<file path="src/verilog/cpu_pkg.sv">
`default_nettype none

package cpu_pkg;

    typedef logic [31:0] word_t;
    typedef logic [4:0]  reg_addr_t;
    typedef logic [6:0]  opcode_t;
    typedef logic [2:0]  funct3_t;

    typedef enum logic [2:0] {
        STATE_FETCH     = 3'd0,
        STATE_REG_READ  = 3'd1,
        STATE_EXECUTE   = 3'd2,
        STATE_MEMORY    = 3'd3,
        STATE_REG_WRITE = 3'd4,
        STATE_RESET     = 3'd7
    } state_t;

    // RV32I base opcodes
    localparam opcode_t OPCODE_OP     = 7'b0110011;
    localparam opcode_t OPCODE_OP_IMM = 7'b0010011;
    localparam opcode_t OPCODE_LUI    = 7'b0110111;
    localparam opcode_t OPCODE_AUIPC  = 7'b0010111;
    localparam opcode_t OPCODE_JAL    = 7'b1101111;
    localparam opcode_t OPCODE_JALR   = 7'b1100111;
    localparam opcode_t OPCODE_BRANCH = 7'b1100011;
    localparam opcode_t OPCODE_LOAD   = 7'b0000011;
    localparam opcode_t OPCODE_STORE  = 7'b0100011;

    localparam funct3_t F3_ADD_SUB = 3'b000;
    localparam funct3_t F3_SLL     = 3'b001;
    localparam funct3_t F3_SLT     = 3'b010;
    localparam funct3_t F3_SLTU    = 3'b011;
    localparam funct3_t F3_XOR     = 3'b100;
    localparam funct3_t F3_SRL_SRA = 3'b101;
    localparam funct3_t F3_OR      = 3'b110;
    localparam funct3_t F3_AND     = 3'b111;

    // Branch compares
    localparam funct3_t F3_BEQ  = 3'b000;
    localparam funct3_t F3_BNE  = 3'b001;
    localparam funct3_t F3_BLT  = 3'b100;
    localparam funct3_t F3_BGE  = 3'b101;
    localparam funct3_t F3_BLTU = 3'b110;
    localparam funct3_t F3_BGEU = 3'b111;

    localparam word_t INITIAL_PC = 32'h0000_0000;

    localparam int RAM_WORDS  = 1024;
    localparam int RAM_ADDR_W = $clog2(RAM_WORDS);
    typedef logic [RAM_ADDR_W-1:0] ram_addr_t;

    // Output register, outside the RAM window
    localparam word_t OUT_ADDR = 32'h8000_0000;

endpackage

`default_nettype wire

</file>
<file path="src/verilog/program_counter.sv">
`default_nettype none

module program_counter import cpu_pkg::*; (
    input  wire        clk_i,
    input  wire        rst_i,
    input  wire        count_i,
    input  wire        load_i,
    input  wire word_t value_i,
    output word_t      pc_o,
    output word_t      pc_inc_o
);

    always_ff @(posedge clk_i) begin
        if (rst_i) begin
            pc_o <= INITIAL_PC;
        end else if (count_i) begin
            pc_o <= load_i ? value_i : pc_inc_o;
        end
    end

    // Also the link value for jumps
    assign pc_inc_o = pc_o + 32'd4;

endmodule

`default_nettype wire

</file>
<file path="src/verilog/registers.sv">
`default_nettype none

module registers import cpu_pkg::*; (
    input  wire            clk_i,
    input  wire            w_enable_i,
    input  wire reg_addr_t w_address_i,
    input  wire word_t     w_data_i,
    input  wire reg_addr_t r_address1_i,
    input  wire reg_addr_t r_address2_i,
    output word_t          r_out1_o,
    output word_t          r_out2_o
);

    word_t regs [32];

    always_ff @(posedge clk_i) begin
        if (w_enable_i && w_address_i != '0) begin
            regs[w_address_i] <= w_data_i;
        end
    end

    // x0 reads as zero
    assign r_out1_o = (r_address1_i == '0) ? '0 : regs[r_address1_i];
    assign r_out2_o = (r_address2_i == '0) ? '0 : regs[r_address2_i];

endmodule

`default_nettype wire

</file>
<file path="src/verilog/alu.sv">
`default_nettype none

module alu import cpu_pkg::*; (
    input  wire word_t instruction_i,
    input  wire word_t op_a_i,
    input  wire word_t op_b_i,
    input  wire word_t pc_i,
    output word_t      out_o,
    output logic       take_branch_o
);

    opcode_t opcode;
    funct3_t funct3;
    word_t imm;
    word_t operand_b;
    word_t arith;
    logic [4:0] shamt;

    assign opcode = instruction_i[6:0];
    assign funct3 = instruction_i[14:12];

    // Immediate format follows the opcode
    always_comb begin
        case (opcode)
            OPCODE_STORE:
                imm = {{20{instruction_i[31]}}, instruction_i[31:25], instruction_i[11:7]};
            OPCODE_BRANCH:
                imm = {{19{instruction_i[31]}}, instruction_i[31], instruction_i[7],
                       instruction_i[30:25], instruction_i[11:8], 1'b0};
            OPCODE_LUI, OPCODE_AUIPC:
                imm = {instruction_i[31:12], 12'b0};
            OPCODE_JAL:
                imm = {{11{instruction_i[31]}}, instruction_i[31], instruction_i[19:12],
                       instruction_i[20], instruction_i[30:21], 1'b0};
            default:
                imm = {{20{instruction_i[31]}}, instruction_i[31:20]};
        endcase
    end

    assign operand_b = (opcode == OPCODE_OP || opcode == OPCODE_BRANCH) ? op_b_i : imm;
    assign shamt = operand_b[4:0];

    always_comb begin
        case (funct3)
            F3_ADD_SUB: begin
                // Only register-register ops subtract
                if (opcode == OPCODE_OP && instruction_i[30]) begin
                    arith = op_a_i - operand_b;
                end else begin
                    arith = op_a_i + operand_b;
                end
            end
            F3_SLL:  arith = op_a_i << shamt;
            F3_SLT:  arith = {31'b0, $signed(op_a_i) < $signed(operand_b)};
            F3_SLTU: arith = {31'b0, op_a_i < operand_b};
            F3_XOR:  arith = op_a_i ^ operand_b;
            F3_SRL_SRA: begin
                if (instruction_i[30]) begin
                    arith = $signed(op_a_i) >>> shamt;
                end else begin
                    arith = op_a_i >> shamt;
                end
            end
            F3_OR:   arith = op_a_i | operand_b;
            default: arith = op_a_i & operand_b;
        endcase
    end

    always_comb begin
        case (opcode)
            OPCODE_LOAD, OPCODE_STORE: out_o = op_a_i + operand_b;
            OPCODE_JAL, OPCODE_AUIPC:  out_o = pc_i + operand_b;
            OPCODE_JALR:               out_o = (op_a_i + operand_b) & ~32'd1;
            OPCODE_LUI:                out_o = operand_b;
            OPCODE_BRANCH:             out_o = pc_i + imm;
            default:                   out_o = arith;
        endcase
    end

    always_comb begin
        case (funct3)
            F3_BEQ:  take_branch_o = (op_a_i == op_b_i);
            F3_BNE:  take_branch_o = (op_a_i != op_b_i);
            F3_BLT:  take_branch_o = ($signed(op_a_i) < $signed(op_b_i));
            F3_BGE:  take_branch_o = ($signed(op_a_i) >= $signed(op_b_i));
            F3_BLTU: take_branch_o = (op_a_i < op_b_i);
            F3_BGEU: take_branch_o = (op_a_i >= op_b_i);
            default: take_branch_o = 1'b0;
        endcase
        if (opcode != OPCODE_BRANCH) begin
            take_branch_o = 1'b0;
        end
    end

endmodule

`default_nettype wire

</file>
<file path="src/verilog/cpu.sv">
`default_nettype none

module cpu import cpu_pkg::*; (
    input  wire        clk_i,
    input  wire        rst_i,
    input  wire        start_i,
    input  wire word_t dat_i,
    input  wire        ack_i,
    output word_t      dat_o,
    output word_t      adr_o,
    output logic [3:0] sel_o,
    output logic       we_o,
    output logic       stb_o,
    output logic       cyc_o
);

    state_t state;
    word_t instruction;
    opcode_t opcode;

    logic pc_count;
    logic pc_load;
    word_t pc;
    word_t pc_inc;

    logic w_enable;
    word_t w_data;
    reg_addr_t w_address;
    reg_addr_t r_address1;
    reg_addr_t r_address2;
    word_t r_out1;
    word_t r_out2;

    word_t alu_out;
    logic take_branch;
    word_t alu_out_r;
    logic take_branch_r;
    word_t load_data_r;

    logic reg_w_en;
    logic mem_r_en;
    logic mem_w_en;
    logic mem_access;
    logic is_jump;
    logic is_branch;

    program_counter program_counter (
        .clk_i    (clk_i),
        .rst_i    (rst_i),
        .count_i  (pc_count),
        .load_i   (pc_load),
        .value_i  (alu_out_r),
        .pc_o     (pc),
        .pc_inc_o (pc_inc)
    );

    assign opcode     = instruction[6:0];
    assign w_address  = instruction[11:7];
    assign r_address1 = instruction[19:15];
    assign r_address2 = instruction[24:20];

    registers registers (
        .clk_i        (clk_i),
        .w_enable_i   (w_enable),
        .w_address_i  (w_address),
        .w_data_i     (w_data),
        .r_address1_i (r_address1),
        .r_address2_i (r_address2),
        .r_out1_o     (r_out1),
        .r_out2_o     (r_out2)
    );

    alu alu (
        .instruction_i (instruction),
        .op_a_i        (r_out1),
        .op_b_i        (r_out2),
        .pc_i          (pc),
        .out_o         (alu_out),
        .take_branch_o (take_branch)
    );

    // Instruction class decode
    always_comb begin
        reg_w_en  = 1'b0;
        mem_r_en  = 1'b0;
        mem_w_en  = 1'b0;
        is_jump   = 1'b0;
        is_branch = 1'b0;
        case (opcode)
            OPCODE_OP, OPCODE_OP_IMM, OPCODE_LUI, OPCODE_AUIPC: reg_w_en = 1'b1;
            OPCODE_JAL, OPCODE_JALR: begin
                reg_w_en = 1'b1;
                is_jump  = 1'b1;
            end
            OPCODE_LOAD: begin
                reg_w_en = 1'b1;
                mem_r_en = 1'b1;
            end
            OPCODE_STORE:  mem_w_en  = 1'b1;
            OPCODE_BRANCH: is_branch = 1'b1;
            default: ;
        endcase
    end

    assign mem_access = mem_r_en || mem_w_en;

    always_ff @(posedge clk_i) begin
        if (rst_i) begin
            state <= STATE_RESET;
        end else begin
            case (state)
                STATE_RESET: if (start_i) state <= STATE_FETCH;
                STATE_FETCH: if (ack_i) state <= STATE_REG_READ;
                STATE_REG_READ: state <= STATE_EXECUTE;
                STATE_EXECUTE: state <= STATE_MEMORY;
                STATE_MEMORY: if (!mem_access || ack_i) state <= STATE_REG_WRITE;
                STATE_REG_WRITE: state <= STATE_FETCH;
                default: state <= STATE_RESET;
            endcase
        end
    end

    // Instruction and result registers
    always_ff @(posedge clk_i) begin
        if (state == STATE_FETCH && ack_i) begin
            instruction <= dat_i;
        end
        if (state == STATE_EXECUTE) begin
            alu_out_r     <= alu_out;
            take_branch_r <= take_branch;
        end
        if (state == STATE_MEMORY && mem_r_en && ack_i) begin
            load_data_r <= dat_i;
        end
    end

    always_comb begin
        cyc_o    = 1'b0;
        stb_o    = 1'b0;
        we_o     = 1'b0;
        sel_o    = 4'b1111;
        adr_o    = pc;
        dat_o    = r_out2;
        w_enable = 1'b0;
        w_data   = alu_out_r;
        pc_count = 1'b0;
        pc_load  = 1'b0;

        case (state)
            STATE_FETCH: begin
                cyc_o = 1'b1;
                stb_o = 1'b1;
            end
            STATE_MEMORY: begin
                if (mem_access) begin
                    cyc_o = 1'b1;
                    stb_o = 1'b1;
                    we_o  = mem_w_en;
                    adr_o = alu_out_r;
                end
            end
            STATE_REG_WRITE: begin
                w_enable = reg_w_en;
                if (mem_r_en) begin
                    w_data = load_data_r;
                end else if (is_jump) begin
                    w_data = pc_inc;
                end
                // Target sits in alu_out_r for jumps and branches
                pc_count = 1'b1;
                pc_load  = is_jump || (is_branch && take_branch_r);
            end
            default: ;
        endcase
    end

endmodule

`default_nettype wire

</file>
<file path="config.mk">
export PLATFORM = sky130hd
export DESIGN_NAME = cpu
export DESIGN_NICKNAME = d
export VERILOG_FILES = /design/src/verilog/cpu_pkg.sv /design/src/verilog/program_counter.sv /design/src/verilog/registers.sv /design/src/verilog/alu.sv /design/src/verilog/cpu.sv
export SDC_FILE = /design/constraint.sdc
export NUM_CORES = 2
export LEC_CHECK = 0
export BUFFER_PORTS_ARGS = -buffer_cell sky130_fd_sc_hd__buf_2
export CORE_MARGIN = 2
export CORE_UTILIZATION = 46
export DETAILED_ROUTE_END_ITERATION = 8
export GPL_TIMING_DRIVEN = 1
export PLACE_DENSITY = 0.7
export SLEW_MARGIN = 20
export SYNTH_ARGS = -nofsm -noshare
export SYNTH_HDL_FRONTEND = slang
export SYNTH_SLANG_ARGS = --single-unit
</file>
<file path="constraint.sdc">
create_clock -name clk_i -period 6.76 [get_ports clk_i]
set_input_delay 0.338 -clock clk_i [delete_from_list [all_inputs] [get_ports clk_i]]
set_output_delay 0.338 -clock clk_i [all_outputs]
set_load 0.03 [all_outputs]
</file>
==> flow_summary.json <==
{
  "finalHoldWorstSlack_ps": 132,
  "violations": "design-rule violations",
  "crit_path_max_incr_delay_ps": 810,
  "status": "complete, but fails checks",
  "p_clk_frac": 0.396,
  "intPower_mw": 12.6,
  "seq_area_frac_synth": 0.518,
  "cts_root_buf": "clkbuf_16",
  "critPathCapture": "take_branch_r",
  "reg2reg_slack_ps": 110,
  "place_congestion": 1.06,
  "period_minus_slack_ps": 6650,
  "crit_type": "reg2reg",
  "slew_headroom": 0.223,
  "stdcell_count": 7226,
  "fillers": 11600,
  "synthesis.instances": 4784,
  "num_vias": 51400,
  "worstReg2RegEnd": "take_branch_r",
  "setup_violations": 0,
  "hpwl_um": 192000,
  "die_y_um": 385,
  "ys_top_cells_by_area": "edfxtp_1 50%, mux4_2 20%, ha_1 3.1%, a21oi_1 2.2%, nor2_1 1.8%",
  "rr_worst_depth": 18,
  "cp_common_cell": "a21o_1",
  "synth_commonest_cells": "1,121 x edfxtp_1, 600 x mux4_2, 328 x nor2_1",
  "syn_area_per_cell_um2": 13.9,
  "rsz0062_at_grt": "no",
  "wl_per_cell_um": 38.6,
  "ant_nets": 0,
  "antenna_found_initial": 24,
  "end_kind": "register",
  "drtPass1Iterations": 9,
  "min_from": "rst_i",
  "grt_max_degree": 83,
  "yosysWarnings": 0,
  "use_met2": 0.567,
  "finalWorstSetupSlack_ps": 105,
  "finalCritPeriodShare": 0.984,
  "grt_pass1_vias": 49400,
  "final_max_slew_viol_count": 0,
  "place_area_um2": 72500,
  "design.core.area_um2": 144000,
  "dp_cells": 6950,
  "clockBufferDepth": 3,
  "remaining_drc_errors": 1,
  "seq_power_share": 0.475,
  "crit_chain": "buf_12, buf_12, mux4_2, mux4_2, a22oi_2, inv_1, ha_1, a21o_1, a21o_1, a21o_1, a21o_1, a21oi_1, nor2_1, a211oi_1, o21ai_0, mux2i_1, mux2i_1, a2111oi_1",
  "htreeDepth": 3,
  "switching_power_mw": 4.47,
  "dieArea_um2": 148000,
  "synth_top_area_cell": "edfxtp_1",
  "slowest_stage": "a2111oi_1",
  "routed_wl_um": 279000,
  "pwr-share-comb": 0.129,
  "swShare": 0.262,
  "ir_drop_v": 0.000220,
  "viasPerCell": 7.11,
  "cts_sinks": 1166,
  "hold_viol": 0,
  "synth_ff_type": "edfxtp_1",
  "synthArstFlopShare": 0,
  "post-place-ws_ps": 88.4,
  "grt_remaining_overflow": 0,
  "max_cap_viol_count": 0,
  "grtUsageMet1": 0.474,
  "ys_types": 93,
  "port_buffers": 102,
  "clk_pin_slew_ps": 60,
  "rows": 139,
  "initial_core_util": 0.464,
  "final_nets": 5412,
  "tightest_slew_ps": 1170,
  "critPathMaxFanout": 62,
  "synth.most_common_cell": "edfxtp_1",
  "fin_skew_ps": 53.6,
  "max_freq_ghz": 0.150,
  "stdcell_area_um2": 76900,
  "cts_inserted_buffers": 119,
  "start_kind": "register",
  "grt_pass1_wl_um": 385000,
  "top_usage_layer": "met2",
  "critPathRequiredTime_ps": 7230,
  "p_per_area_nw_per_um2": 222,
  "area.growth.synth_to_final_pct": 15.4,
  "drive_gt1_frac": 0.300,
  "cts_tree": "done",
  "die_w_um": 385,
  "synth_area_um2": 66700,
  "ioPinCount": 107,
  "p_leak_nw": 26.9,
  "ys_seq_elements": 1166,
  "netlist.area_leader.share": 0.505,
  "track_usage": 0.374,
  "gr-usage-met3": 0.0919,
  "hold_class": "in2reg",
  "worstPathArrival_ps": 7120,
  "synth_edf_count": 1121,
  "worstSkewPairLatency_ps": 790,
  "drt-initial-drc-count": 8877,
  "utilization": 0.536
}
[what timing repair did]
item                       CTS  global route
setup endpoints to repair    0            10
hold endpoints to repair    73             0
resized for setup            0             4
hold buffers                35             0
setup buffers                0             2
[state kept, by name (all words and copies together), names as in the netlist, named ones only]
signal	cells
registers.regs	1024
alu_out_r	32
instruction	32
load_data_r	32
program_counter.pc_o	32
state	3
take_branch_r	1
[how the worst min path moves through the flow]
stage | endpoint | slack, ps | depth (start not counted)
final | program_counter.pc_o[26] | 130 | 2
after floorplan | instruction[0] | 440 | 0
after CTS | program_counter.pc_o[26] | 90 | 2
after global routing | program_counter.pc_o[27] | 130 | 2
after detailed placement | program_counter.pc_o[0] | 530 | 2
after global placement | program_counter.pc_o[0] | 510 | 2
[logic make-up (layout without fill, tap and decap cells)]
group,after synthesis,count (layout),share of synthesized area
other,2,49,0.000113
adder cells (fa/ha/maj),169,169,0.0321
multiplexers,731,731,0.225
flip-flops,1166,1166,0.518
XOR/XNOR,102,102,0.0134
buffers and inverters,511,1003,0.0350
AND/OR/NAND/NOR,1018,1018,0.0694
AO/OA/AOI/OAI,1085,1085,0.106
[worst max-delay path, delay by kind of cell, from the launching register on]
| kind | cells | cell delay (ps) |
|---|---|---|
| AO/OA/AOI/OAI | 9 | 2790 |
| multiplexers | 4 | 1490 |
| buffers and inverters | 3 | 830 |
| flip-flops | 1 | 600 |
| adder cells (fa/ha/maj) | 1 | 350 |
| AND/OR/NAND/NOR | 1 | 70 |
[final cells by class]
class                   instances  area, um^2  share of cell area
well taps                    1903        2380              0.0309
repair buffers                626        4910              0.0638
inverters                     153         577             0.00750
flip-flops and latches       1166       34600               0.450
diodes                         13        32.5            0.000423
clock buffers                 141        3060              0.0398
multi-input cells            3141       30500               0.396
clock inverters                83         930              0.0121
[layout by cell type, fill, tap and decap left out, types with 24 or more instances in the layout]
master,count
xnor2_1,61
dlygate4sd3_1,35
nor2b_1,32
a22oi_1,60
a21o_1,57
a211oi_1,51
conb_1,36
buf_2,102
dfxtp_1,37
a21oi_1,275
mux2i_1,58
mux2_2,66
o21ai_1,59
clkinv_1,28
buf_12,27
o21ai_0,183
clkbuf_16,119
ha_1,165
edfxtp_1,1121
nand3_1,144
inv_1,143
nand2_1,301
o22ai_1,44
nor2_1,297
xor2_1,41
o211ai_1,58
nor2_4,31
a31oi_1,24
nor3_1,49
mux4_2,600
buf_4,460
and3_1,28
[power by group through the flow]
| stage | Sequential, mW | Combinational (mW) | Clock [mW] |
|---|---|---|---|
| after floorplan | 8.23 | 1.21 | 0 |
| after global placement | 8.27 | 2.07 | 0 |
| after detailed placement | 8.28 | 2.08 | 0 |
| after CTS | 8.13 | 2.12 | 6.82 |
| after global routing | 8.13 | 2.28 | 7.07 |
| final | 8.13 | 2.20 | 6.78 |
[stage by stage]
| stage | TNS (ps) | power [mW] |
|---|---|---|
| floorplan | 0 | 9.44 |
| global placement | -390 | 10.3 |
| detailed placement | 0 | 10.4 |
| CTS | 0 | 17.1 |
| global route | 0 | 17.5 |
| finish | 0 | 17.1 |
[metal layers]
metal  share of wire  vias to the layer above
met4           0.087                       24
met2            0.44                     4373
met1            0.35                    25800
met5         0.00055                        -
met3            0.12                     1027
li1                -                    20100
No activity file was read; power rests on OpenSTA's default activity.
